File: config.mk
export PLATFORM = sky130hd
export DESIGN_NAME = result_stage
export DESIGN_NICKNAME = d
export VERILOG_FILES = /design/src/hw/spu_pkg.sv /design/src/hw/result_stage.sv
export SDC_FILE = /design/constraint.sdc
export NUM_CORES = 1
export LEC_CHECK = 0
export BUFFER_PORTS_ARGS = -buffer_cell sky130_fd_sc_hd__buf_2
export CORE_AREA = 2 2 212 214
export DETAILED_ROUTE_END_ITERATION = 10
export DIE_AREA = 0 0 214 216
export HOLD_SLACK_MARGIN = 0.12
export SLEW_MARGIN = 20
export SYNTH_ARGS = -nofsm -noshare
export SYNTH_HDL_FRONTEND = slang
export SYNTH_SLANG_ARGS = --single-unit
File: constraint.sdc
create_clock -name clk -period 1.2 [get_ports clk]
set_input_delay 0.24 -clock clk [delete_from_list [all_inputs] [get_ports clk]]
set_output_delay 0.24 -clock clk [all_outputs]
set_load 0.005 [all_outputs]
File: src/hw/spu_pkg.sv
package spu_pkg;

	localparam int QWORD_BITS    = 128;			// Register and operand width
	localparam int WORD_BITS     = 32;			// Word lane inside a quadword
	localparam int INSTR_BITS    = 32;			// Bits numbered 0 to 31 from the left
	localparam int REG_ADDR_BITS = 7;
	localparam int REG_COUNT     = 128;
	localparam int IMM_BITS      = 16;			// RI16 immediate field

	// Instruction formats, source fields sit at 11-17, 18-24 and 25-31 in all of them
	typedef enum logic [1:0] {
		RR   = 2'd0,							// op 0-10, rb 11-17, ra 18-24, rt 25-31
		RRR  = 2'd1,							// op 0-3, rt 4-10, rb 11-17, ra 18-24, rc 25-31
		RI16 = 2'd2								// op 0-8, imm 9-24, rt 25-31
	} instr_format_e;

	typedef enum logic [3:0] {
		OP_NOP    = 4'd0,
		OP_IL     = 4'd1,
		OP_A      = 4'd2,
		OP_SF     = 4'd3,
		OP_AND    = 4'd4,
		OP_OR     = 4'd5,
		OP_XOR    = 4'd6,
		OP_CEQ    = 4'd7,
		OP_SELB   = 4'd8,
		OP_ROTQBY = 4'd9,
		OP_SHLQBY = 4'd10
	} spu_op_e;

	// RR opcodes, bits 0-10
	localparam logic [0:10] OPC_A      = 11'b00011000000;
	localparam logic [0:10] OPC_SF     = 11'b00001000000;
	localparam logic [0:10] OPC_AND    = 11'b00011000001;
	localparam logic [0:10] OPC_OR     = 11'b00001000001;
	localparam logic [0:10] OPC_XOR    = 11'b01001000001;
	localparam logic [0:10] OPC_CEQ    = 11'b01111000000;
	localparam logic [0:10] OPC_ROTQBY = 11'b00111011100;
	localparam logic [0:10] OPC_SHLQBY = 11'b00111011111;
	localparam logic [0:10] OPC_NOP    = 11'b01000000001;	// Even slot no-op
	localparam logic [0:10] OPC_LNOP   = 11'b00000000001;	// Odd slot no-op

	// RRR opcode, bits 0-3
	localparam logic [0:3]  OPC_SELB   = 4'b1000;

	// RI16 opcode, bits 0-8
	localparam logic [0:8]  OPC_IL     = 9'b010000001;

endpackage
File: src/hw/result_stage.sv
`timescale 1ns/1ps

module result_stage import spu_pkg::*; (
	input  logic                     clk,
	input  logic                     reset,
	input  logic                     even_valid,
	input  logic [0:REG_ADDR_BITS-1] even_rt,
	input  logic [0:QWORD_BITS-1]    even_result,
	input  logic                     odd_valid,
	input  logic [0:REG_ADDR_BITS-1] odd_rt,
	input  logic [0:QWORD_BITS-1]    odd_result,
	output logic                     wb_even_en,
	output logic [0:REG_ADDR_BITS-1] wb_even_addr,
	output logic [0:QWORD_BITS-1]    wb_even_data,
	output logic                     wb_odd_en,
	output logic [0:REG_ADDR_BITS-1] wb_odd_addr,
	output logic [0:QWORD_BITS-1]    wb_odd_data
);

	logic same_rt;

	assign same_rt = odd_valid && (odd_rt == even_rt);	// Odd write wins the register

	always_ff @(posedge clk) begin
		if (reset) begin
			wb_even_en <= 1'b0;
			wb_odd_en  <= 1'b0;
		end else begin
			wb_even_en <= even_valid && !same_rt;
			wb_odd_en  <= odd_valid;
		end
	end

	always_ff @(posedge clk) begin
		wb_even_addr <= even_rt;
		wb_even_data <= even_result;
		wb_odd_addr  <= odd_rt;
		wb_odd_data  <= odd_result;
	end

endmodule

Word level (Yosys, flattened, before mapping)
Cells that the tools add are included.
Widths: inputs -> output; s select.
{ "word_totals": {"regBits": 272, "out_inout_bits": 272, "wordCells": 10} }
{ "classes": {"eq_ne": 1, "n_reduce_logical": 3} }
{ "ops": {"columns": ["op", "count"], "rows": [
  ["$eq 7x7->1", 1],
  ["$logic_and 1x1->1", 2],
  ["$logic_not 1->1", 1]
]} }

Logic depth before layout (Yosys ltp)
{ "logic_depth": {"depth_word": 4, "depth_mapped": 3} }

Least setup slack after synthesis
No wires, ideal clock.
{ "synth_path": {"kind": "input to register", "startpoint": "in even_rt[0] (netlist name)", "endpoint": "reg wb_even_en", "setup_time_ps": 125, "arrival_ps": 708, "required_time_ps": 1075, "path_slack_ps": 367, "path_stages": 3, "cell_sequence": "xor2_1 > nor4_2 > a21oi_1"} }
{ "synth_between": {"elab_chain_len": 4} }
{ "synth_lines": {"columns": ["element", "line_no", "source"], "rows": [
  ["from (decl)", "result_stage.sv:7", "input logic [0:REG_ADDR_BITS-1] even_rt,"],
  ["$eq 7x7->1", "result_stage.sv:22", "assign same_rt = odd_valid && (odd_rt == even_rt);"],
  ["$logic_and 1x1->1", "result_stage.sv:22", null],
  ["$logic_not 1->1", "result_stage.sv:29", "wb_even_en <= even_valid && !same_rt;"],
  ["$logic_and 1x1->1", "result_stage.sv:29", null],
  ["to (signal assigned)", "result_stage.sv:29", null],
  ["to (decl)", "result_stage.sv:12", "output logic wb_even_en,"]
]} }
No other way between the ends.
A chain may end at the register's enable or synchronous reset.

Final worst setup path
{ "layout_path": {"startpoint": "reg wb_odd_addr[4] (netlist name)", "endpoint": "out wb_odd_addr[4] (netlist name)"} }
{ "layout_lines": {"columns": ["element", "line_no", "source"], "rows": [
  ["from (decl)", "result_stage.sv:16", "output logic [0:REG_ADDR_BITS-1] wb_odd_addr,"],
  ["from (signal assigned)", "result_stage.sv:37", "wb_odd_addr <= odd_rt;"]
]} }
No word-level cell between the ends.

==> impl_metrics.yaml <==
outcome:
  outcome: "complete, but fails checks"
  violations: "setup timing"
timing:
  slew_violations: 0
  setup_viol: 259
  worst_slack_ns: -0.123
  tightest_slew_ns: 0.319
  rsz0062_at_grt: "true"
  fin_crit_ns: 1.32
  finalSetupTns_ns: -6.86
  finalHoldViolations: 0
  fin_crit_sh_pct: 110
  slew_headroom_pct: 78.7
  clock.fmax_mhz: 756
worst_setup_path:
  crit_fanout: 1
  cp_top_family: "flip-flops"
  cp_cell_sequence: "buf_6"
  critPathCaptureType: "output port"
  arrival_ns: 1.08
  max_stage_delay_ns: 0.40
  cp.required_ns: 0.96
  crit_start: "wb_odd_addr[4]"
  path_buf_inv: 1
  critPathSlowestCell: "dfxtp_4"
  crit_type: "flip-flop to output port"
  worstSetupStartpointType: "flip-flop"
global_routing:
  grt_use_met3_pct: 3.88
  grt_max_degree: 16
  grt_pass1_wl_um: 37300
  grt_pass1_vias: 6234
  met2_usage_pct: 19.0
  track_usage_pct: 10.7
  antenna_found_initial: 1
  overflow: 0
  grt.busiest_layer: "met2"
  met1_usage_pct: 11.7
synthesis:
  ys_warn_count: 0
  synth.yosys.seq_area_share_pct: 98.2
  netlist_area_mm2: 0.00555
  synthDominantCellAreaShare_pct: 98.2
  syn_inst: 284
  synth_cell_type_count: 8
  netlist_top_cells_area: "dfxtp_1, xor2_1, xnor2_1"
  synth_ff_type: "dfxtp_1"
  synth_edf_count: 0
  syn_area_per_cell_um2: 19.5
  synth_commonest_cells: "dfxtp_1, xor2_1, xnor2_1"
  synth_seq_cells: 272
  yosys.area.top_type: "dfxtp_1"
  yosysMostFrequentCell: "dfxtp_1"
  syn_nets: 558
  ys_async_sr_fraction_pct: 0
placed_design:
  dp.final_hpwl_um: 17500
  globalplace.congestion: 0.885
  io_buffer_count: 545
drt:
  final_antenna_net_count: 0
  drc_errors: 0
  drt-total-wl_um: 26500
  drt_first_pass_iters: 4
  wl_per_cell_um: 15.1
  first_iter_violations: 127
  vias: 5523
  viasPerCell: 3.15
layout:
  drive_above_1_share_pct: 63.3
  area_growth_pct: 146
  antenna_cells: 0
  fillers: 4276
  nNetsFinal: 1413
  fin_util_pct: 31.1
floorplan:
  start_util_pct: 12.7
  die_h_um: 216
  core_mm2: 0.0438
  ioPinCount: 546
  rows: 77
  die_area_mm2: 0.0462
  dieWidth_um: 214
clock_tree:
  post-cts-setup-buffer-count: 0
  htreeDepth: 1
  numCtsBuffers: 30
  clk_pin_slew_ns: 0.06
  cts-root-buf: "clkbuf_16"
  cts_sinks: 272
  cts_tree: "built"
  cts_buffer_depth: 3
worst_hold_path:
  worstHoldEndpoint: "wb_even_data[64]"
  hold_depth: 2
  min_path_type: "primary input to flip-flop"
  worstHoldStart: "even_result[64]"
power_and_ir_drop:
  leakagePower_nw: 6.37
  p_per_area_mw_per_mm2: 1580
  finalPower_mw: 21.6
  ir_drop_uv: 1240
job:
  drv_cap: 0
[worst max-delay path by stage]
stage / depth (start not counted) / endpoint / slack [ns]
after global placement: 5 / wb_even_en / 0.03
after global routing: 1 / wb_odd_addr[4] / -0.17
after CTS: 1 / wb_odd_addr[4] / -0.17
after detailed placement: 4 / wb_even_en / 0.04
final: 1 / wb_odd_addr[4] / -0.12
after floorplan: 3 / wb_even_en / 0.37
[layout make-up]
cell class | instances | area [um^2] | area share (%)
multi-input combinational | 12 | 108 | 0.789
timing repair buffer | 823 | 6090 | 44.7
clock inverter | 18 | 254 | 1.86
tap | 592 | 741 | 5.43
sequential | 272 | 5630 | 41.2
clock buffer | 38 | 821 | 6.02
[cells in the final DEF, fill, tap and decap left out, types with 2 or more instances in the layout]
cell,netlist,layout
clkinv_2,0,6
xor2_1,4,3
buf_4,0,4
clkinv_8,0,2
xnor2_1,3,3
clkbuf_16,0,30
buf_2,0,450
clkbuf_1,0,4
inv_6,0,2
dfxtp_1,272,139
bufinv_16,0,5
dfxtp_4,0,6
buf_6,0,95
dfxtp_2,0,127
dlygate4sd3_1,0,274
clkinvlp_4,0,2
clkbuf_8,0,4
[flip-flops by register name, summed over array words and instances, names as in the netlist]
| register | count |
|---|---|
| wb_even_data | 128 |
| wb_odd_data | 128 |
| wb_even_addr | 7 |
| wb_odd_addr | 7 |
| wb_even_en | 1 |
| wb_odd_en | 1 |
[layer usage]
metal / share of wire [%] / wire length (um)
met5: 0.049 / 13
met4: 2.9 / 769
met3: 8.8 / 2330
met2: 50 / 13300
met1: 38 / 10100
[where the power goes]
part / switching (mW) / leakage, nW / internal (mW)
Clock: 3.80 / 0.525 / 5.95
Sequential: 0.207 / 2.30 / 9.56
Combinational: 0.634 / 3.55 / 1.41
Total: 4.64 / 6.37 / 16.9
[logic make-up after synthesis]
group / count (synthesis) / share of synthesized area [%]
compound gates: 1 / 0.0902
flops: 272 / 98.2
xor+xnor: 7 / 1.11
simple gates: 4 / 0.609
[metrics by stage]
step	std cells	area [um^2]	hold slack (ns)	setup slack [ns]
finish	1755	13600	0.302	-0.123
floorplan	284	5550	0.268	0.367
CTS	1755	13100	0.254	-0.172
global placement	1425	9040	0.342	0.0345
global route	1755	13600	0.271	-0.175
detailed placement	1425	9040	0.344	0.0378
[timing repair]
item | CTS | global route
hold endpoints to repair | 272 | 0
hold buffers | 274 | 0
gates resized for setup | 94 | 141
endpoints found under the setup margin | 272 | 273
(Power assumes the default switching activity.)
