[config.mk]
export PLATFORM = sky130hd
export DESIGN_NAME = instr_decode
export DESIGN_NICKNAME = d
export VERILOG_FILES = /design/src/hw/spu_pkg.sv /design/src/hw/instr_decode.sv
export SDC_FILE = /design/constraint.sdc
export NUM_CORES = 1
export LEC_CHECK = 0
export BUFFER_PORTS_ARGS = -buffer_cell sky130_fd_sc_hd__buf_2
export CAP_MARGIN = 20
export CELL_PAD_IN_SITES_DETAIL_PLACEMENT = 1
export CELL_PAD_IN_SITES_GLOBAL_PLACEMENT = 2
export CORE_MARGIN = 1
export CORE_UTILIZATION = 14
export DETAILED_ROUTE_END_ITERATION = 8
export GPL_TIMING_DRIVEN = 0
export PLACE_DENSITY = 0.95
export SLEW_MARGIN = 30
export SYNTH_ARGS = -nofsm -noshare
export SYNTH_HDL_FRONTEND = slang
export SYNTH_SLANG_ARGS = --single-unit
[constraint.sdc]
create_clock -name vclk -period 1.6
set_clock_uncertainty 0.1 [all_clocks]
set_input_delay 0.08 -clock vclk [all_inputs]
set_output_delay 0.08 -clock vclk [all_outputs]
set_load 0.01 [all_outputs]
[src/hw/spu_pkg.sv]
package spu_pkg;

	localparam int QWORD_BITS    = 128;			// Register and operand width
	localparam int WORD_BITS     = 32;			// Word lane inside a quadword
	localparam int INSTR_BITS    = 32;			// Bits numbered 0 to 31 from the left
	localparam int REG_ADDR_BITS = 7;
	localparam int REG_COUNT     = 128;
	localparam int IMM_BITS      = 16;			// RI16 immediate field

	// Instruction formats, source fields sit at 11-17, 18-24 and 25-31 in all of them
	typedef enum logic [1:0] {
		RR   = 2'd0,							// op 0-10, rb 11-17, ra 18-24, rt 25-31
		RRR  = 2'd1,							// op 0-3, rt 4-10, rb 11-17, ra 18-24, rc 25-31
		RI16 = 2'd2								// op 0-8, imm 9-24, rt 25-31
	} instr_format_e;

	typedef enum logic [3:0] {
		OP_NOP    = 4'd0,
		OP_IL     = 4'd1,
		OP_A      = 4'd2,
		OP_SF     = 4'd3,
		OP_AND    = 4'd4,
		OP_OR     = 4'd5,
		OP_XOR    = 4'd6,
		OP_CEQ    = 4'd7,
		OP_SELB   = 4'd8,
		OP_ROTQBY = 4'd9,
		OP_SHLQBY = 4'd10
	} spu_op_e;

	// RR opcodes, bits 0-10
	localparam logic [0:10] OPC_A      = 11'b00011000000;
	localparam logic [0:10] OPC_SF     = 11'b00001000000;
	localparam logic [0:10] OPC_AND    = 11'b00011000001;
	localparam logic [0:10] OPC_OR     = 11'b00001000001;
	localparam logic [0:10] OPC_XOR    = 11'b01001000001;
	localparam logic [0:10] OPC_CEQ    = 11'b01111000000;
	localparam logic [0:10] OPC_ROTQBY = 11'b00111011100;
	localparam logic [0:10] OPC_SHLQBY = 11'b00111011111;
	localparam logic [0:10] OPC_NOP    = 11'b01000000001;	// Even slot no-op
	localparam logic [0:10] OPC_LNOP   = 11'b00000000001;	// Odd slot no-op

	// RRR opcode, bits 0-3
	localparam logic [0:3]  OPC_SELB   = 4'b1000;

	// RI16 opcode, bits 0-8
	localparam logic [0:8]  OPC_IL     = 9'b010000001;

endpackage
[src/hw/instr_decode.sv]
`timescale 1ns/1ps

module instr_decode import spu_pkg::*; (
	input  logic                     issue,
	input  logic [0:INSTR_BITS-1]    instr_even,
	input  logic [0:INSTR_BITS-1]    instr_odd,
	output logic                     even_valid,
	output spu_op_e                  even_op,
	output logic [0:REG_ADDR_BITS-1] even_rt,
	output logic [0:IMM_BITS-1]      even_imm,
	output logic                     odd_valid,
	output spu_op_e                  odd_op,
	output logic [0:REG_ADDR_BITS-1] odd_rt
);

	instr_format_e fmt_even, fmt_odd;
	spu_op_e       dec_even, dec_odd;

	// Longest match last, RRR opcode is checked first
	function automatic instr_format_e instr_format(input logic [0:INSTR_BITS-1] instr);
		if (instr[0:3] == OPC_SELB)
			return RRR;
		else if (instr[0:8] == OPC_IL)
			return RI16;
		else
			return RR;
	endfunction

	function automatic spu_op_e instr_op(input logic [0:INSTR_BITS-1] instr);
		spu_op_e op;
		op = OP_NOP;
		if (instr[0:3] == OPC_SELB)
			op = OP_SELB;
		else if (instr[0:8] == OPC_IL)
			op = OP_IL;
		else begin
			case (instr[0:10])
				OPC_A:      op = OP_A;
				OPC_SF:     op = OP_SF;
				OPC_AND:    op = OP_AND;
				OPC_OR:     op = OP_OR;
				OPC_XOR:    op = OP_XOR;
				OPC_CEQ:    op = OP_CEQ;
				OPC_ROTQBY: op = OP_ROTQBY;
				OPC_SHLQBY: op = OP_SHLQBY;
				OPC_NOP:    op = OP_NOP;
				OPC_LNOP:   op = OP_NOP;
				default:    op = OP_NOP;		// Unknown opcode writes nothing
			endcase
		end
		return op;
	endfunction

	always_comb begin
		fmt_even = instr_format(instr_even);
		fmt_odd  = instr_format(instr_odd);
		dec_even = instr_op(instr_even);
		dec_odd  = instr_op(instr_odd);

		// Only operations that belong to the slot's pipe are kept
		even_valid = issue && (dec_even inside {OP_IL, OP_A, OP_SF, OP_AND, OP_OR,
			OP_XOR, OP_CEQ, OP_SELB});
		odd_valid  = issue && (dec_odd inside {OP_ROTQBY, OP_SHLQBY});

		even_op  = even_valid ? dec_even : OP_NOP;
		odd_op   = odd_valid ? dec_odd : OP_NOP;

		even_rt  = (fmt_even == RRR) ? instr_even[4:10] : instr_even[25:31];
		odd_rt   = (fmt_odd == RRR) ? instr_odd[4:10] : instr_odd[25:31];
		even_imm = instr_even[9:24];				// Only used by il
	end

endmodule

=== Word-level counts from Yosys, hierarchy flattened ===
Index checks and enable logic that the tools add are counted.

* Register bits: 0
* Output and inout port bits: 40
* Input bits: 65
* Word-level logic and storage cells: 50

* Multiplexer cells: 14
* Eq/ne operators: 32
* Reduce and logical (&&, ||, !) cells: 4

{| class="wikitable"
|+ Operator list
! kind !! number
|-
| case mux 4 bit (8 select lines) || 2
|-
| equality test 11 x 10 -> 1 bit, second input constant || 4
|-
| equality test 11 x 7 -> 1 bit, second input constant || 4
|-
| equality test 11 x 8 -> 1 bit, second input constant || 4
|-
| equality test 11 x 9 -> 1 bit, second input constant || 4
|-
| two-way mux 4 bit || 6
|-
| equality test 4 bit, second input constant || 5
|-
| equality test 9 x 8 -> 1 bit, second input constant || 2
|-
| equality test 4 x 3 -> 1 bit, second input constant || 4
|-
| two-way mux 7 bit || 2
|-
| equality test 4 x 2 -> 1 bit, second input constant || 2
|-
| two-way mux 2 bit || 4
|-
| nonzero test 8 bit || 1
|-
| equality test 2 x 1 -> 1 bit, second input constant || 2
|-
| equality test 4 x 1 -> 1 bit, second input constant || 1
|-
| logical AND 1 bit || 2
|-
| nonzero test 2 bit || 1
|}

=== Logic depth before layout (Yosys ltp) ===
* Depth after elaboration: 8
* Gate-level depth with buffers: 6
* Mapped depth without buffers: 5

=== Worst setup path before layout ===
OpenSTA, ideal clock, no wires.

* Path kind: in2out
* Start point: in instr_even[8] (netlist bit)
* End point: out even_op[1]
* Buffers on the path: 0
* Setup slack: 337 ps
* Required time: 1,420 ps
* Arrival time: 1,083 ps
* Stages on the path: 4
* Cells stage by stage: nor4b_4 -> nand2_2 -> or4_1 -> a21oi_1

* Cells in the longest elaborated chain, start to end: 8
* Elaborated cells between the ends (all ways): 23
* Those cells by class: 17 x eq/ne; 4 x mux; 2 x reduce/logical

{| class="wikitable"
|+ RTL lines
! element !! line !! text
|-
| from (decl) || instr_decode.sv:5 || <nowiki>input logic [0:INSTR_BITS-1] instr_even,</nowiki>
|-
| equality test 11 x 9 -> 1 bit, or another cell as far along || instr_decode.sv:37 || <nowiki>case (instr[0:10])</nowiki>
|-
| case mux 4 bit (8 select lines) || instr_decode.sv:37 ||
|-
| two-way mux 4 bit * || instr_decode.sv:34 || <nowiki>else if (instr[0:8] == OPC_IL)</nowiki>
|-
| two-way mux 4 bit * || instr_decode.sv:32 || <nowiki>if (instr[0:3] == OPC_SELB)</nowiki>
|-
| equality test 4 x 1 -> 1 bit, or another cell as far along || instr_decode.sv:61 || <nowiki>even_valid = issue && (dec_even inside {OP_IL, OP_A, OP_SF, OP_AND, OP_OR,</nowiki>
|-
| nonzero test 8 bit || instr_decode.sv:61 ||
|-
| logical AND 1 bit || instr_decode.sv:61 ||
|-
| two-way mux 4 bit * || instr_decode.sv:65 || <nowiki>even_op = even_valid ? dec_even : OP_NOP;</nowiki>
|-
| to (decl) || instr_decode.sv:8 || <nowiki>output spu_op_e even_op,</nowiki>
|}

Mark *: on every way between the ends. The rest lies on a longest branch, timed or not.

=== Worst setup path after layout ===
* Start point: in instr_odd[1] (netlist bit)
* End point: out odd_rt[2] (netlist bit)

* Cells in the longest elaborated chain, start to end: 5
* Elaborated cells between the ends (all ways): 6
* Those cells by class: 3 x eq/ne; 3 x mux

{| class="wikitable"
|+ RTL lines
! element !! line !! text
|-
| from (decl) || instr_decode.sv:6 || <nowiki>input logic [0:INSTR_BITS-1] instr_odd,</nowiki>
|-
| equality test 9 x 8 -> 1 bit || instr_decode.sv:23 || <nowiki>else if (instr[0:8] == OPC_IL)</nowiki>
|-
| two-way mux 2 bit || instr_decode.sv:23 ||
|-
| two-way mux 2 bit * || instr_decode.sv:21 || <nowiki>if (instr[0:3] == OPC_SELB)</nowiki>
|-
| equality test 2 x 1 -> 1 bit * || instr_decode.sv:69 || <nowiki>odd_rt = (fmt_odd == RRR) ? instr_odd[4:10] : instr_odd[25:31];</nowiki>
|-
| two-way mux 7 bit * || instr_decode.sv:69 ||
|-
| to (decl) || instr_decode.sv:13 || <nowiki>output logic [0:REG_ADDR_BITS-1] odd_rt</nowiki>
|}

Marks and branches as above.

==> impl.org <==
** GRT
- Largest net degree at the start of global routing :: 10
- First-pass GRT wire length :: 3.66 mm
- For this run, the total global-route usage over all layers was measured as 8.29%.
- The number of global-route vias before repair came to 830.
- The number of antenna violations at the first check in global routing was 0.
- Remaining global-route overflow :: 0

** STA
- Minimum hold slack :: approximately 240 ps
- Of the available clock period, the critical path in the final layout requires 95.5%.
- Measured against its own limit, the worst slew margin works out to between 60% and 70%.
- Pins Over Slew Limit :: 0
- The final count of hold timing violations is 0.
- After layout, the worst setup slack is 71.5 ps.
- Worst-Margin Slew :: 576 ps
- Setup violations remaining at the end of the flow were counted as 0.
- Setup repair after global routing left no endpoint under its margin.
- Time the final worst path needs with I/O delays and setup :: 1530 ps
- Adding up every negative setup slack in the final design gives 0 ps.
- Highest clock frequency the design can meet :: 654 MHz

** Detailed routing
- For this block, the initial DRC count from the detailed router was 22.
- Remaining routing DRC violations :: 0
- Routed vias :: 931
- In this run the remaining antenna-violating nets after routing total 0.
- The final layout contains routed wiring with a total length of 2.48 mm.
- Dividing the detail-routed wire length by the instance count gives 10.7 um.
- The pre-antenna-repair detailed-routing pass consisted of 2 iterations.
- Via-per-instance ratio :: 4.01

** Die
- The initial utilization of the core area, before any placement, comes to 14.7%.
- In this run the horizontal extent of the chip is 72.7 um.
- Number of primary I/O pins :: 105
- Total number of placement rows :: 25
- Core region area :: 0.00475 mm^2
- Die Ht :: approximately 73 um
- The floorplan step defined a die boundary enclosing 0.00529 mm^2.

** Cells and area
- Proportion of layout cells with a drive suffix above 1 :: 70.9%
- Commonest cells after routing, fill and taps aside :: buf_2, buf_4, mux2_2
- Once layout is complete, the utilization of the core stands at 24.6%.
- Layout net count :: 232
- Footprint of the flip-flops and latches :: 0 um^2
- Sequential cell count :: 0
- Filler Cells Inserted :: 617
- Most common library cell in the layout ignoring fill and taps :: buf_2
- Layout clock buffers :: 0
- Inserted Diodes :: 0
- The area growth from synthesis to layout is 66.6%.

** Run status
- Result of the run :: finished clean

** Power
- In this run the power density over the cells is 209 mW/mm^2.
- Summed over all cells, the static leakage comes to 0.000579 uW.
- VDD sags by at most 0.0407 mV.

** Synthesis
- Post-synthesis instance area :: 701 um^2
- After synthesis, the netlist uses 34 different library cells.
- Cell count after synthesis :: 90
- Sequential cells were found to cover 0% of the synthesized design area.
- A synthesized cell averages around 7.8 um^2.
- Yosys printed 0 warnings.
- Nets in the synthesized netlist :: 155

** Setup path
- On the worst path, the slowest cell contributes a delay of 580 ps.
- STA classifies the critical path startpoint as an input pin.
- Most used cell along the critical path :: buf_2
- Critical Path AT :: 1350 ps
- Cell chain of the critical path :: buf_2 > nor4b_4 > mux2_2 > buf_2
- Data required time of the worst path :: 1420 ps
- Worst-path cell with the longest stage delay :: nor4b_4
- Along the worst path, the maximum fanout reaches 8.
- The setup path with the least slack is of type in -> out.
- On the critical path the largest part of the delay comes from simple AND/OR/NAND/NOR gates.
- Together, buffers and inverters on the worst path number 2.
- Crit. End Element :: primary output

** Run
- Number of max-cap violations :: 0

** Min path
- The path with the worst hold slack has its endpoint at even_imm[4].
- In this run the most critical hold path is launched from instr_even[13].
- Path category of the worst min-delay check :: in -> out
- Cell depth of the worst min-delay path :: 2

** Place
- Before CTS, the worst setup slack after placement is 62.3 ps.
- At the end of routability-driven placement, the weighted congestion stood at slightly above 0.7.
- PortBufs :: 74
- Hpwl dp :: around 2.2 mm

** Clock tree
- Hold repair after CTS inserted 0 buffers.
-- kinds of logic after synthesis --
group                  count (synthesis)  synth area share (%)
buffers and inverters                 20                  20.2
XOR/XNOR                               1                  1.25
other                                  1                 0.535
AND/OR/NAND/NOR                       40                  43.0
AO/OA/AOI/OAI                         14                  12.5
multiplexers                          14                  22.5
-- where the power goes --
part           internal [uW]  total, uW  switching (uW)  leakage [uW]
Combinational            128        244             117      0.000579
Sequential                 0          0               0             0
Clock                      0          0               0             0
-- layer usage --
metal,global-route usage [%],part of all wire [%]
met5,0,0
met4,0.436,0
met3,0.967,5.8
met2,15.2,54
met1,10.9,40
-- synthesized netlist by cell type (2+ instances only) --
cell       instances  area share, %
o21ai_0            4            2.9
nor3_2             2            2.9
and2_1             2            1.8
mux2_2            14             22
buf_4             17             18
nor2_1             7            3.8
nand4bb_1          2            3.2
and3_1             2            1.8
a31oi_1            3            2.7
a21oi_1            3            2.1
nand2_1            8            4.3
nor3_1             2            1.4
nor4b_4            2            6.8
buf_2              2            1.4
-- area by class of cell --
class / instances / area, um^2 / area share, %
plain buffers: 19 / 138 / 11.8
inverters: 1 / 3.75 / 0.322
multi-input cells: 70 / 564 / 48.3
well taps: 67 / 83.8 / 7.18
repair buffers: 75 / 378 / 32.4
-- how the worst max path moves through the flow --
stage                  startpoint         end  slack, ps  depth (start not counted)
finish               instr_odd[1]   odd_rt[2]         70                          4
floorplan           instr_even[8]  even_op[1]        340                          4
CTS                  instr_odd[1]   odd_rt[4]         60                          4
global route         instr_odd[1]   odd_rt[2]          3                          4
global placement     instr_odd[1]   odd_rt[4]         90                          4
detailed placement   instr_odd[1]   odd_rt[4]         60                          4
-- what timing repair did --
item                                    in CTS  in global routing
endpoints found under the setup margin       0                  2
gates resized for setup                      0                  1
buffers inserted                             0                  1
-- metrics by stage --
step | area [um^2] | power, uW | std cells
2_1_floorplan | 701 | 127 | 90
6_report | 1170 | 244 | 232
3_3_place_gp | 1150 | 241 | 231
3_5_place_dp | 1150 | 245 | 231
5_1_grt | 1170 | 267 | 232
4_1_cts | 1150 | 246 | 231
(Power assumes the default switching activity.)
