===== src/hw/spu_pkg.sv =====
package spu_pkg;

	localparam int QWORD_BITS    = 128;			// Register and operand width
	localparam int WORD_BITS     = 32;			// Word lane inside a quadword
	localparam int INSTR_BITS    = 32;			// Bits numbered 0 to 31 from the left
	localparam int REG_ADDR_BITS = 7;
	localparam int REG_COUNT     = 128;
	localparam int IMM_BITS      = 16;			// RI16 immediate field

	// Instruction formats, source fields sit at 11-17, 18-24 and 25-31 in all of them
	typedef enum logic [1:0] {
		RR   = 2'd0,							// op 0-10, rb 11-17, ra 18-24, rt 25-31
		RRR  = 2'd1,							// op 0-3, rt 4-10, rb 11-17, ra 18-24, rc 25-31
		RI16 = 2'd2								// op 0-8, imm 9-24, rt 25-31
	} instr_format_e;

	typedef enum logic [3:0] {
		OP_NOP    = 4'd0,
		OP_IL     = 4'd1,
		OP_A      = 4'd2,
		OP_SF     = 4'd3,
		OP_AND    = 4'd4,
		OP_OR     = 4'd5,
		OP_XOR    = 4'd6,
		OP_CEQ    = 4'd7,
		OP_SELB   = 4'd8,
		OP_ROTQBY = 4'd9,
		OP_SHLQBY = 4'd10
	} spu_op_e;

	// RR opcodes, bits 0-10
	localparam logic [0:10] OPC_A      = 11'b00011000000;
	localparam logic [0:10] OPC_SF     = 11'b00001000000;
	localparam logic [0:10] OPC_AND    = 11'b00011000001;
	localparam logic [0:10] OPC_OR     = 11'b00001000001;
	localparam logic [0:10] OPC_XOR    = 11'b01001000001;
	localparam logic [0:10] OPC_CEQ    = 11'b01111000000;
	localparam logic [0:10] OPC_ROTQBY = 11'b00111011100;
	localparam logic [0:10] OPC_SHLQBY = 11'b00111011111;
	localparam logic [0:10] OPC_NOP    = 11'b01000000001;	// Even slot no-op
	localparam logic [0:10] OPC_LNOP   = 11'b00000000001;	// Odd slot no-op

	// RRR opcode, bits 0-3
	localparam logic [0:3]  OPC_SELB   = 4'b1000;

	// RI16 opcode, bits 0-8
	localparam logic [0:8]  OPC_IL     = 9'b010000001;

endpackage

===== src/hw/odd_pipe.sv =====
`timescale 1ns/1ps

module odd_pipe import spu_pkg::*; #(
	parameter int ODD_STAGES = 1
) (
	input  logic                     clk,
	input  logic                     reset,
	input  logic                     in_valid,
	input  spu_op_e                  op,
	input  logic [0:REG_ADDR_BITS-1] rt,
	input  logic [0:QWORD_BITS-1]    ra,
	input  logic [0:QWORD_BITS-1]    rb,
	output logic                     out_valid,
	output logic [0:REG_ADDR_BITS-1] out_rt,
	output logic [0:QWORD_BITS-1]    out_result
);

	logic                     valid_q;
	spu_op_e                  op_q;
	logic [0:REG_ADDR_BITS-1] rt_q;
	logic [0:QWORD_BITS-1]    ra_q, rb_q;
	logic [0:QWORD_BITS-1]    result;
	logic [3:0]               rot_count;		// rb word 0, bits 28-31
	logic [4:0]               shl_count;		// rb word 0, bits 27-31

	logic                     stg_valid [ODD_STAGES];
	logic [0:REG_ADDR_BITS-1] stg_rt [ODD_STAGES];
	logic [0:QWORD_BITS-1]    stg_result [ODD_STAGES];

	always_ff @(posedge clk) begin
		if (reset)
			valid_q <= 1'b0;
		else
			valid_q <= in_valid;
	end

	always_ff @(posedge clk) begin
		op_q <= op;
		rt_q <= rt;
		ra_q <= ra;
		rb_q <= rb;
	end

	// Byte 0 is the leftmost byte, so a left move goes toward bit 0
	always_comb begin
		rot_count = rb_q[28:31];
		shl_count = rb_q[27:31];
		case (op_q)
			OP_ROTQBY: result = (ra_q << {rot_count, 3'b000}) |
				(ra_q >> (8'd128 - {1'b0, rot_count, 3'b000}));
			OP_SHLQBY: result = shl_count[4] ? '0 : (ra_q << {shl_count[3:0], 3'b000});
			default:   result = '0;
		endcase
	end

	// Stage chain, first stage takes the computed result
	always_ff @(posedge clk) begin
		if (reset) begin
			for (int s = 0; s < ODD_STAGES; s++)
				stg_valid[s] <= 1'b0;
		end else begin
			stg_valid[0] <= valid_q;
			for (int s = 1; s < ODD_STAGES; s++)
				stg_valid[s] <= stg_valid[s-1];
		end
	end

	always_ff @(posedge clk) begin
		stg_rt[0]     <= rt_q;
		stg_result[0] <= result;
		for (int s = 1; s < ODD_STAGES; s++) begin
			stg_rt[s]     <= stg_rt[s-1];
			stg_result[s] <= stg_result[s-1];
		end
	end

	assign out_valid  = stg_valid[ODD_STAGES-1];
	assign out_rt     = stg_rt[ODD_STAGES-1];
	assign out_result = stg_result[ODD_STAGES-1];

	assert property (@(posedge clk) disable iff (reset)
		in_valid |-> (op inside {OP_ROTQBY, OP_SHLQBY}))
	else
		$error("odd_pipe: valid issue with non-odd op %s", op.name());

endmodule


===== config.mk =====
export PLATFORM = sky130hd
export DESIGN_NAME = odd_pipe
export DESIGN_NICKNAME = d
export VERILOG_FILES = /design/src/hw/spu_pkg.sv /design/src/hw/odd_pipe.sv
export SDC_FILE = /design/constraint.sdc
export NUM_CORES = 1
export LEC_CHECK = 0
export BUFFER_PORTS_ARGS = -buffer_cell sky130_fd_sc_hd__buf_2
export CAP_MARGIN = 0
export CORE_ASPECT_RATIO = 0.5
export CORE_MARGIN = 2
export CORE_UTILIZATION = 50
export DETAILED_ROUTE_END_ITERATION = 8
export PLACE_DENSITY = 0.85
export SYNTH_ARGS = -nofsm -noshare
export SYNTH_HDL_FRONTEND = slang
export SYNTH_SLANG_ARGS = --single-unit

===== constraint.sdc =====
create_clock -name clk -period 9.4 [get_ports clk]
set_input_delay 1.88 -clock clk [delete_from_list [all_inputs] [get_ports clk]]
set_output_delay 1.88 -clock clk [all_outputs]
set_load 0.02 [all_outputs]

## Yosys cells after proc, flatten, opt, wreduce, memory -nomap -nowiden

Memories as Yosys holds them, arrays and structs flattened.
Cells that the tools add are included.

- Input bits: 270
- Flip-flop bits (word level): 241
- RAM bits: 136
- Logic and storage cells: 22
- Output and inout bits: 136
- Memories: 3

Memories:

| name | depth | bits a word | read ports | clocked after memory_dff | wr ports | line | RTL |
|---|---|---|---|---|---|---|---|
| stg_result | 1 | 128 | 1 | 0 | 1 | odd_pipe.sv:28 | `logic [0:QWORD_BITS-1] stg_result [ODD_STAGES];` |
| stg_rt | 1 | 7 | 1 | 0 | 1 | odd_pipe.sv:27 | `logic [0:REG_ADDR_BITS-1] stg_rt [ODD_STAGES];` |
| stg_valid | 1 | 1 | 1 | 0 | 1 | odd_pipe.sv:26 | `logic stg_valid [ODD_STAGES];` |

- Bitwise logic cells: 1
- Eq/ne operators: 2
- $add $sub $neg: 1
- Reductions and logical operators: 1
- Multiplexer cells: 7
- Shift operators: 2

Operators by type and width:

| operator | count |
|---|---|
| $pmux 128 s2 | 1 |
| $mux 128 | 1 |
| $or 128x128->128 | 1 |
| $shl 128x7->128 | 1 |
| $shr 128x8->128 | 1 |
| $eq 4x4->1 const B | 2 |
| $sub 8x7->8 const A | 1 |
| $mux 1 | 5 |
| $reduce_or 1->1 | 1 |

## Logic depth before layout (Yosys ltp)

Gate-level depths: netlist of run 1.

- Depth in word-level cells: 4
- Depth in mapped cells: 15
- Depth with buffers taken out: 6

## Worst setup path before layout of run 1

No wires, ideal clock.

- Path kind: register to register
- Start point: reg rb_q[30] (netlist name)
- End point: mem stg_result[0][20] (netlist name)
- Library setup time: 0.137 ns
- Stages on the path, launching flop included: 16
- Data required time: 9.263 ns
- Buffers on the path: 9
- Data arrival time: 3.421 ns
- Period minus slack after synthesis: 3.558 ns
- Slack: 5.842 ns
- Path through: dfxtp_1 > buf_2 > buf_2 > buf_2 > clkbuf_1 > clkbuf_1 > inv_1 > ha_1 > buf_2 > buf_2 > buf_4 > buf_1 > mux4_2 > mux2_2 > nand3_1 > o221ai_1

- Word-level cells in the longest chain between the ends: 4
- Elaborated cells on any way between the ends: 6
- Classes of those cells: add/sub (1); shift (2); mux (2); bitwise (1)

Ends and longest elaborated chain:

| item | line | RTL |
|---|---|---|
| start, declared | odd_pipe.sv:21 | `logic [0:QWORD_BITS-1] ra_q, rb_q;` |
| start signal, assigned | odd_pipe.sv:41 | `rb_q <= rb;` |
| $sub 8x7->8 | odd_pipe.sv:50 | `(ra_q >> (8'd128 - {1'b0, rot_count, 3'b000}));` |
| $shr 128x8->128 | odd_pipe.sv:50 |  |
| $or 128x128->128 | odd_pipe.sv:49 | `OP_ROTQBY: result = (ra_q << {rot_count, 3'b000}) \|` |
| $pmux 128 s2 (*) | odd_pipe.sv:48 | `case (op_q)` |
| named net result, one bit | odd_pipe.sv:22 | `logic [0:QWORD_BITS-1] result;` |
| end, declared | odd_pipe.sv:28 |  |

Mark *: on every way through the listed nets, which the timed path passes. The rest lies on a longest branch.

## Worst setup path after layout of run 1

- Start point: reg rb_q[31] (netlist name)
- End point: mem stg_result[0][122] (netlist name)

The elaborated chain is that of the path after synthesis.

==> results of run 1 <==
-- report_power, final --
group          internal, uW  switching [uW]  leakage (uW)  total (uW)
registers              1240            86.8       0.00233        1330
logic                   330             352       0.00531         683
clock network           628             476      0.000420        1100
-- worst max-delay path, cell delays in order (launching register included) --
cell and delay [ps]:
dfxtp_4 790, clkinv_2 460, ha_4 540, buf_4 470
nor2_1 1030, nor4b_4 870, a22o_1 320
-- Yosys cell counts, types with 21 or more instances --
cell        n  area, um2
a221o_1    41        410
or3_1      29        181
mux4_2    183       4120
nor2_1     61        229
o21ai_0    30        150
dfxtp_1   281       5630
nand3_1    21        105
nand2_1   111        417
and2_1     24        150
a21oi_1    27        135
mux2_2     41        462
buf_2      73        365
mux2i_1   202       2020
clkbuf_1   53        199
nor3_1     29        145
-- cells by family (layout without fill, tap and decap cells) --
kind of cell / Yosys count / in the layout / share of synthesized area
muxes: 426 / 426 / 0.390
and+or+nand+nor: 340 / 340 / 0.0995
DFF: 281 / 281 / 0.332
AOI/OAI and AO/OA: 280 / 280 / 0.131
buffers and inverters: 165 / 370 / 0.0440
xor gates and xnor gates: 2 / 2 / 0.00192
adders and majority gates: 1 / 1 / 0.000739
-- sequential cells by signal, summed over array words and instances, names as in the netlist --
| name | count |
|---|---|
| stg_valid | 1 |
| ra_q | 128 |
| stg_rt | 7 |
| valid_q | 1 |
| rt_q | 7 |
| stg_result | 128 |
| rb_q | 5 |
| op_q | 4 |
-- worst paths after layout --
kind / to / startpoint / cells past startpoint / slack (ps)
min: stg_rt[0][0] / rt_q[6] / 0 / 330
min reg2reg: stg_rt[0][0] / rt_q[6] / 0 / 330
max reg2reg: stg_result[0][122] / rb_q[31] / 6 / 4740
max: stg_result[0][122] / rb_q[31] / 6 / 4740
-- layer usage --
layer,track usage,routed length [um],vias up
li1,-,-,6248
met4,0.165,3570,4
met1,0.395,19600,7114
met2,0.475,24800,1462
met3,0.0947,8300,330
met5,0,27,-
-- stage by stage --
stage / instance area, um2 / total power [uW] / std cells / hold slack [ps] / setup slack [ps]
3_3_place_gp: 18500 / 1990 / 2094 / 310 / 5080
6_report: 19400 / 3120 / 2141 / 328 / 4740
3_5_place_dp: 18500 / 2010 / 2094 / 314 / 5090
5_1_grt: 19400 / 3210 / 2141 / 333 / 4670
2_1_floorplan: 16900 / 1830 / 1495 / 310 / 5840
4_1_cts: 19400 / 3110 / 2141 / 330 / 5060
-- final cells by class --
cell class	instances	area, um2
flip-flops and latches	281	5640
repair buffers	311	1630
well taps	441	552
clock buffers	33	718
inverters	12	46.3
clock inverters	14	170
multi-input cells	1049	10600
fillers	2576	13800
==> reports/qor.yml, run 1 <==
critical_path:
  crit_path_end_kind: "flop"
  worstSetupStartpointType: "flop"
  crit_fanout: 64
  arrival_ps: 5140
  setup.worst_path.class: "flop to flop"
  required_ps: 9880
global_routing:
  antenna_found_initial: 2
  grt.total_usage: 0.309
  grt_pass1_vias: 14632
  grt_max_degree: 77
  grt_overflow: 0
  grt_pass1_wl_um: 85500
cells_and_area:
  nets: 1952
  area.growth.synth_to_final_pct: 14.5
  fin_util: 0.584
  num_antenna_cells: 0
  layout_common_cells: "buf_2, dfxtp_1, mux2i_1"
  drive_gt1_frac: 0.367
  layout_commonest_cell: "buf_2"
synth:
  syn-num-nets: 1766
  yosys_most_used_dff: "dfxtp_1"
  ys_seq_area_frac: 0.332
  async_flop_share: 0
  synth-edff-count: 0
  ys_seq_elements: 281
  syn-instance-count: 1495
  yosysWarnings: 0
  ys_types: 61
  syn_area_um2: 16900
  postSynthAreaPerCell_um2: 11.3
clock_tree:
  post_cts_hold_buffer_count: 0
  numCtsBuffers: 26
  clk_latency_ps: 560
  cts_sinks: 281
  post_cts_buffers: 0
  cts_buffer_depth: 3
  cts_resized: 0
  cts-root-buf: "clkbuf_16"
  clkTransAtPathRegs_ps: 70
  cts_tree: "built"
  htree_levels: 1
die:
  initial_core_util: 0.510
  die_w_um: 264
  fp.coreArea_um2: 33200
  die_area_um2: 35400
  pin_count: 406
  rows: 47
  die_h_um: 134
placed_design:
  io_buffers: 282
  place_congestion: 0.937
  dpl.hpwl_um: 36500
job:
  cap_violations: 0
timing:
  relSlewSlack: 0.197
  fin_setup_tns_ps: 0
  fmax_ghz: 0.215
  period_share: 0.496
  skew_ps: 11.6
  final-setup-viol-count: 0
  slew_violations: 0
  period_minus_slack_ps: 4660
  hold_viol: 0
  tightest_slew_ps: 1200
  rsz0062_at_grt: "no"
drt:
  drcViolationCount: 0
  ant_nets: 0
  first_pass_iters: 9
  viasPerCell: 7.08
  avgRoutedWirePerCell_um: 26.3
  wl_um: 56300
  num_vias: 15158
  drtIter0Drc: 2604
status:
  status: "finished, final reports clean"
power:
  max-vdd-ir-drop_mv: 0.114
  cellLeakagePower_uw: 0.00806
  powerDensity_nw_per_um2: 161
worst_hold_path:
  hold_path_class: "flop to flop"
Power figures use the tool's default switching activity.
==> run 2: changes to the inputs <==
--- a/config.mk
+++ b/config.mk
@@ -5,13 +5,14 @@
 export SDC_FILE = /design/constraint.sdc
 export NUM_CORES = 1
 export LEC_CHECK = 0
+export ABC_AREA = 1
 export BUFFER_PORTS_ARGS = -buffer_cell sky130_fd_sc_hd__buf_2
 export CAP_MARGIN = 0
 export CORE_ASPECT_RATIO = 0.5
 export CORE_MARGIN = 2
-export CORE_UTILIZATION = 50
+export CORE_UTILIZATION = 49
 export DETAILED_ROUTE_END_ITERATION = 8
-export PLACE_DENSITY = 0.85
+export PLACE_DENSITY = 0.88
 export SYNTH_ARGS = -nofsm -noshare
 export SYNTH_HDL_FRONTEND = slang
 export SYNTH_SLANG_ARGS = --single-unit
==> constraint.sdc (replaced) <==
create_clock -name clk -period 4 [get_ports clk]
set_input_delay 0.8 -clock clk [delete_from_list [all_inputs] [get_ports clk]]
set_output_delay 0.8 -clock clk [all_outputs]
set_load 0.02 [all_outputs]
==> run 2 against run 1 <==
- sequential power rose by 130%
- power rose by 130%
- sequential share of layout area rose by 2.4 points
- die area fell by 6.5%
- highest routed layer unchanged
==> reports/qor.yml, run 2 <==
synth:
  ys_types: 21
  async_flop_share: 0
  ys_seq_area_frac: 0.363
  yosysWarnings: 0
  syn-num-nets: 2801
  syn_area_um2: 15500
  syn-instance-count: 2530
  yosysMostFrequentCell: "nand2_1"
  ys_seq_elements: 281
  synth-edff-count: 0
  yosys_most_used_dff: "dfxtp_1"
  synth_area_leaders: "dfxtp_1, nand3_1, nand2_1, buf_2, a21oi_1"
  synth_largest_area_cell: "dfxtp_1"
  postSynthAreaPerCell_um2: 6.12
  netlist.area_leader.share: 0.363
  synthTopCellsByCount: "nand2_1, nand3_1, dfxtp_1"
critical_path:
  worstSetupStartpointType: "flop"
  reg2reg_depth: 8
  setup.worst_path.class: "flop to flop"
  r2r_setup_slack_ps: 840
  required_ps: 4340
  r2r-start: "rb_q[30]"
  crit_path_end_kind: "flop"
  arrival_ps: 3490
  r2r_end: "stg_result[0][96]"
  crit_fanout: 72
die:
  rows: 45
  die_h_um: 130
  die_area_um2: 33100
  pin_count: 406
  fp.coreArea_um2: 30700
  initial_core_util: 0.504
  die_w_um: 255
worst_hold_path:
  whs_endpoint: "ra_q[13]"
  whs_path_depth: 1
  hp-start: "ra[13]"
  hold_path_class: "input pin to flop"
cells_and_area:
  n_fill_cell: 3108
  nets: 2968
  area.growth.synth_to_final_pct: 15.4
  reg.largest.list: "ra_q (128), stg_result (128)"
  drive_gt1_frac: 0.142
  finish.instance_area_um2: 17900
  layout_common_cells: "nand2_1, nand3_1, buf_2"
  multi_input_area_um2: 8980
  register_area_um2: 5640
  stdcell_count: 3146
  layout_commonest_cell: "nand2_1"
  fin_util: 0.582
power:
  cellLeakagePower_uw: 0.00927
  max-vdd-ir-drop_mv: 0.457
  swShare: 0.350
  internal_power_uw: 4620
  pwr-share-clk: 0.326
  pwr-share-seq: 0.430
  p_comb_frac: 0.244
  powerDensity_nw_per_um2: 398
  p_sw_uw: 2490
drt:
  num_vias: 19467
  wl_um: 77700
  drcViolationCount: 0
  first_pass_iters: 7
  viasPerCell: 6.19
  avgRoutedWirePerCell_um: 24.7
  drtIter0Drc: 3149
  ant_nets: 0
placed_design:
  place_congestion: 1.04
  dp.cells: 3094
  dpl_cell_area_um2: 17100
  io_buffers: 282
  dpl.hpwl_um: 56900
timing:
  relSlewSlack: 0.197
  tightest_slew_ps: 1200
  fmax_ghz: 0.317
  final-setup-viol-count: 0
  period_share: 0.789
  slew_violations: 0
  fin_setup_tns_ps: 0
  period_minus_slack_ps: 3160
  rsz0062_at_grt: "no"
  hold_viol: 0
  skew_ps: 25.2
clock_tree:
  cts_sinks: 281
  cts_buffer_depth: 3
  clk_latency_ps: 570
  post_cts_buffers: 0
  numCtsBuffers: 24
  cts_resized: 0
  post_cts_hold_buffer_count: 0
  cts_tree: "built"
  clkTransAtPathRegs_ps: 70
  cts-root-buf: "clkbuf_16"
  htree_levels: 1
global_routing:
  antenna_found_initial: 12
  grt_overflow: 0
  grt_pass1_vias: 16765
  grt_pass1_wl_um: 111000
  grt_max_degree: 122
  grt.total_usage: 0.452
job:
  cap_violations: 0
status:
  status: "finished, final reports clean"
run 2: cell types whose count changed after synthesis, sizes merged, moves of 26 or more:
cell	change
mux2i	-202
mux4	-183
nand2	+890
or3	-29
inv	+26
a221o	-41
mux2	-41
nand3	+861
buf	+34
run 2: layer usage:
metal	share of wire	wire length [um]	global-route usage
met1	0.41	31500	0.625
met2	0.37	28500	0.585
met3	0.20	15300	0.257
met4	0.030	2320	0.122
met5	0.00051	40	0.0333
run 2: cell type report:
cell class / instances / area share
flip-flops and latches: 281 / 0.315
inverters: 37 / 0.00811
repair buffers: 320 / 0.102
diodes: 9 / 0.00126
clock inverters: 11 / 0.00385
clock buffers: 32 / 0.0381
multi-input cells: 2033 / 0.502
well taps: 423 / 0.0296
run 2: power by group through the flow:
stage	registers, uW	clock network (uW)	logic (uW)
global route	3060	2440	1870
detailed placement	3110	0	1650
CTS	3040	2310	1650
floorplan	3080	0	1060
finish	3060	2320	1740
global placement	3110	0	1650
run 2: worst max-delay path, cell delays in order (launching register included):
cell	delay, ps
dfxtp_4	460
clkinv_2	110
buf_4	700
buf_4	700
nand3_1	180
nand3_1	190
nand3_1	90
nand2_1	210
a21oi_1	240
run 2: worst max path at each step:
stage               cells after the start                 end  startpoint  slack, ps
floorplan                              16   stg_result[0][20]    rb_q[30]       1590
global placement                        8   stg_result[0][49]    rb_q[30]       1110
detailed placement                      8  stg_result[0][113]    rb_q[30]       1070
CTS                                     8  stg_result[0][113]    rb_q[30]       1080
global route                            8   stg_result[0][57]    rb_q[30]        780
finish                                  8   stg_result[0][96]    rb_q[30]        840
run 2: logic make-up after synthesis:
| family | after synthesis | share of synthesized area |
|---|---|---|
| adders and majority gates | 1 | 0.000807 |
| and+or+nand+nor | 1965 | 0.554 |
| buffers and inverters | 216 | 0.0600 |
| AOI/OAI and AO/OA | 67 | 0.0218 |
| DFF | 281 | 0.363 |
run 2: per-stage QoR:
step / setup WS (ps) / hold slack [ps] / power [uW]
final: 845 / 332 / 7110
after global routing: 778 / 333 / 7360
after CTS: 1080 / 328 / 7010
after detailed placement: 1070 / 317 / 4750
after global placement: 1110 / 310 / 4750
after floorplan: 1590 / 310 / 4140
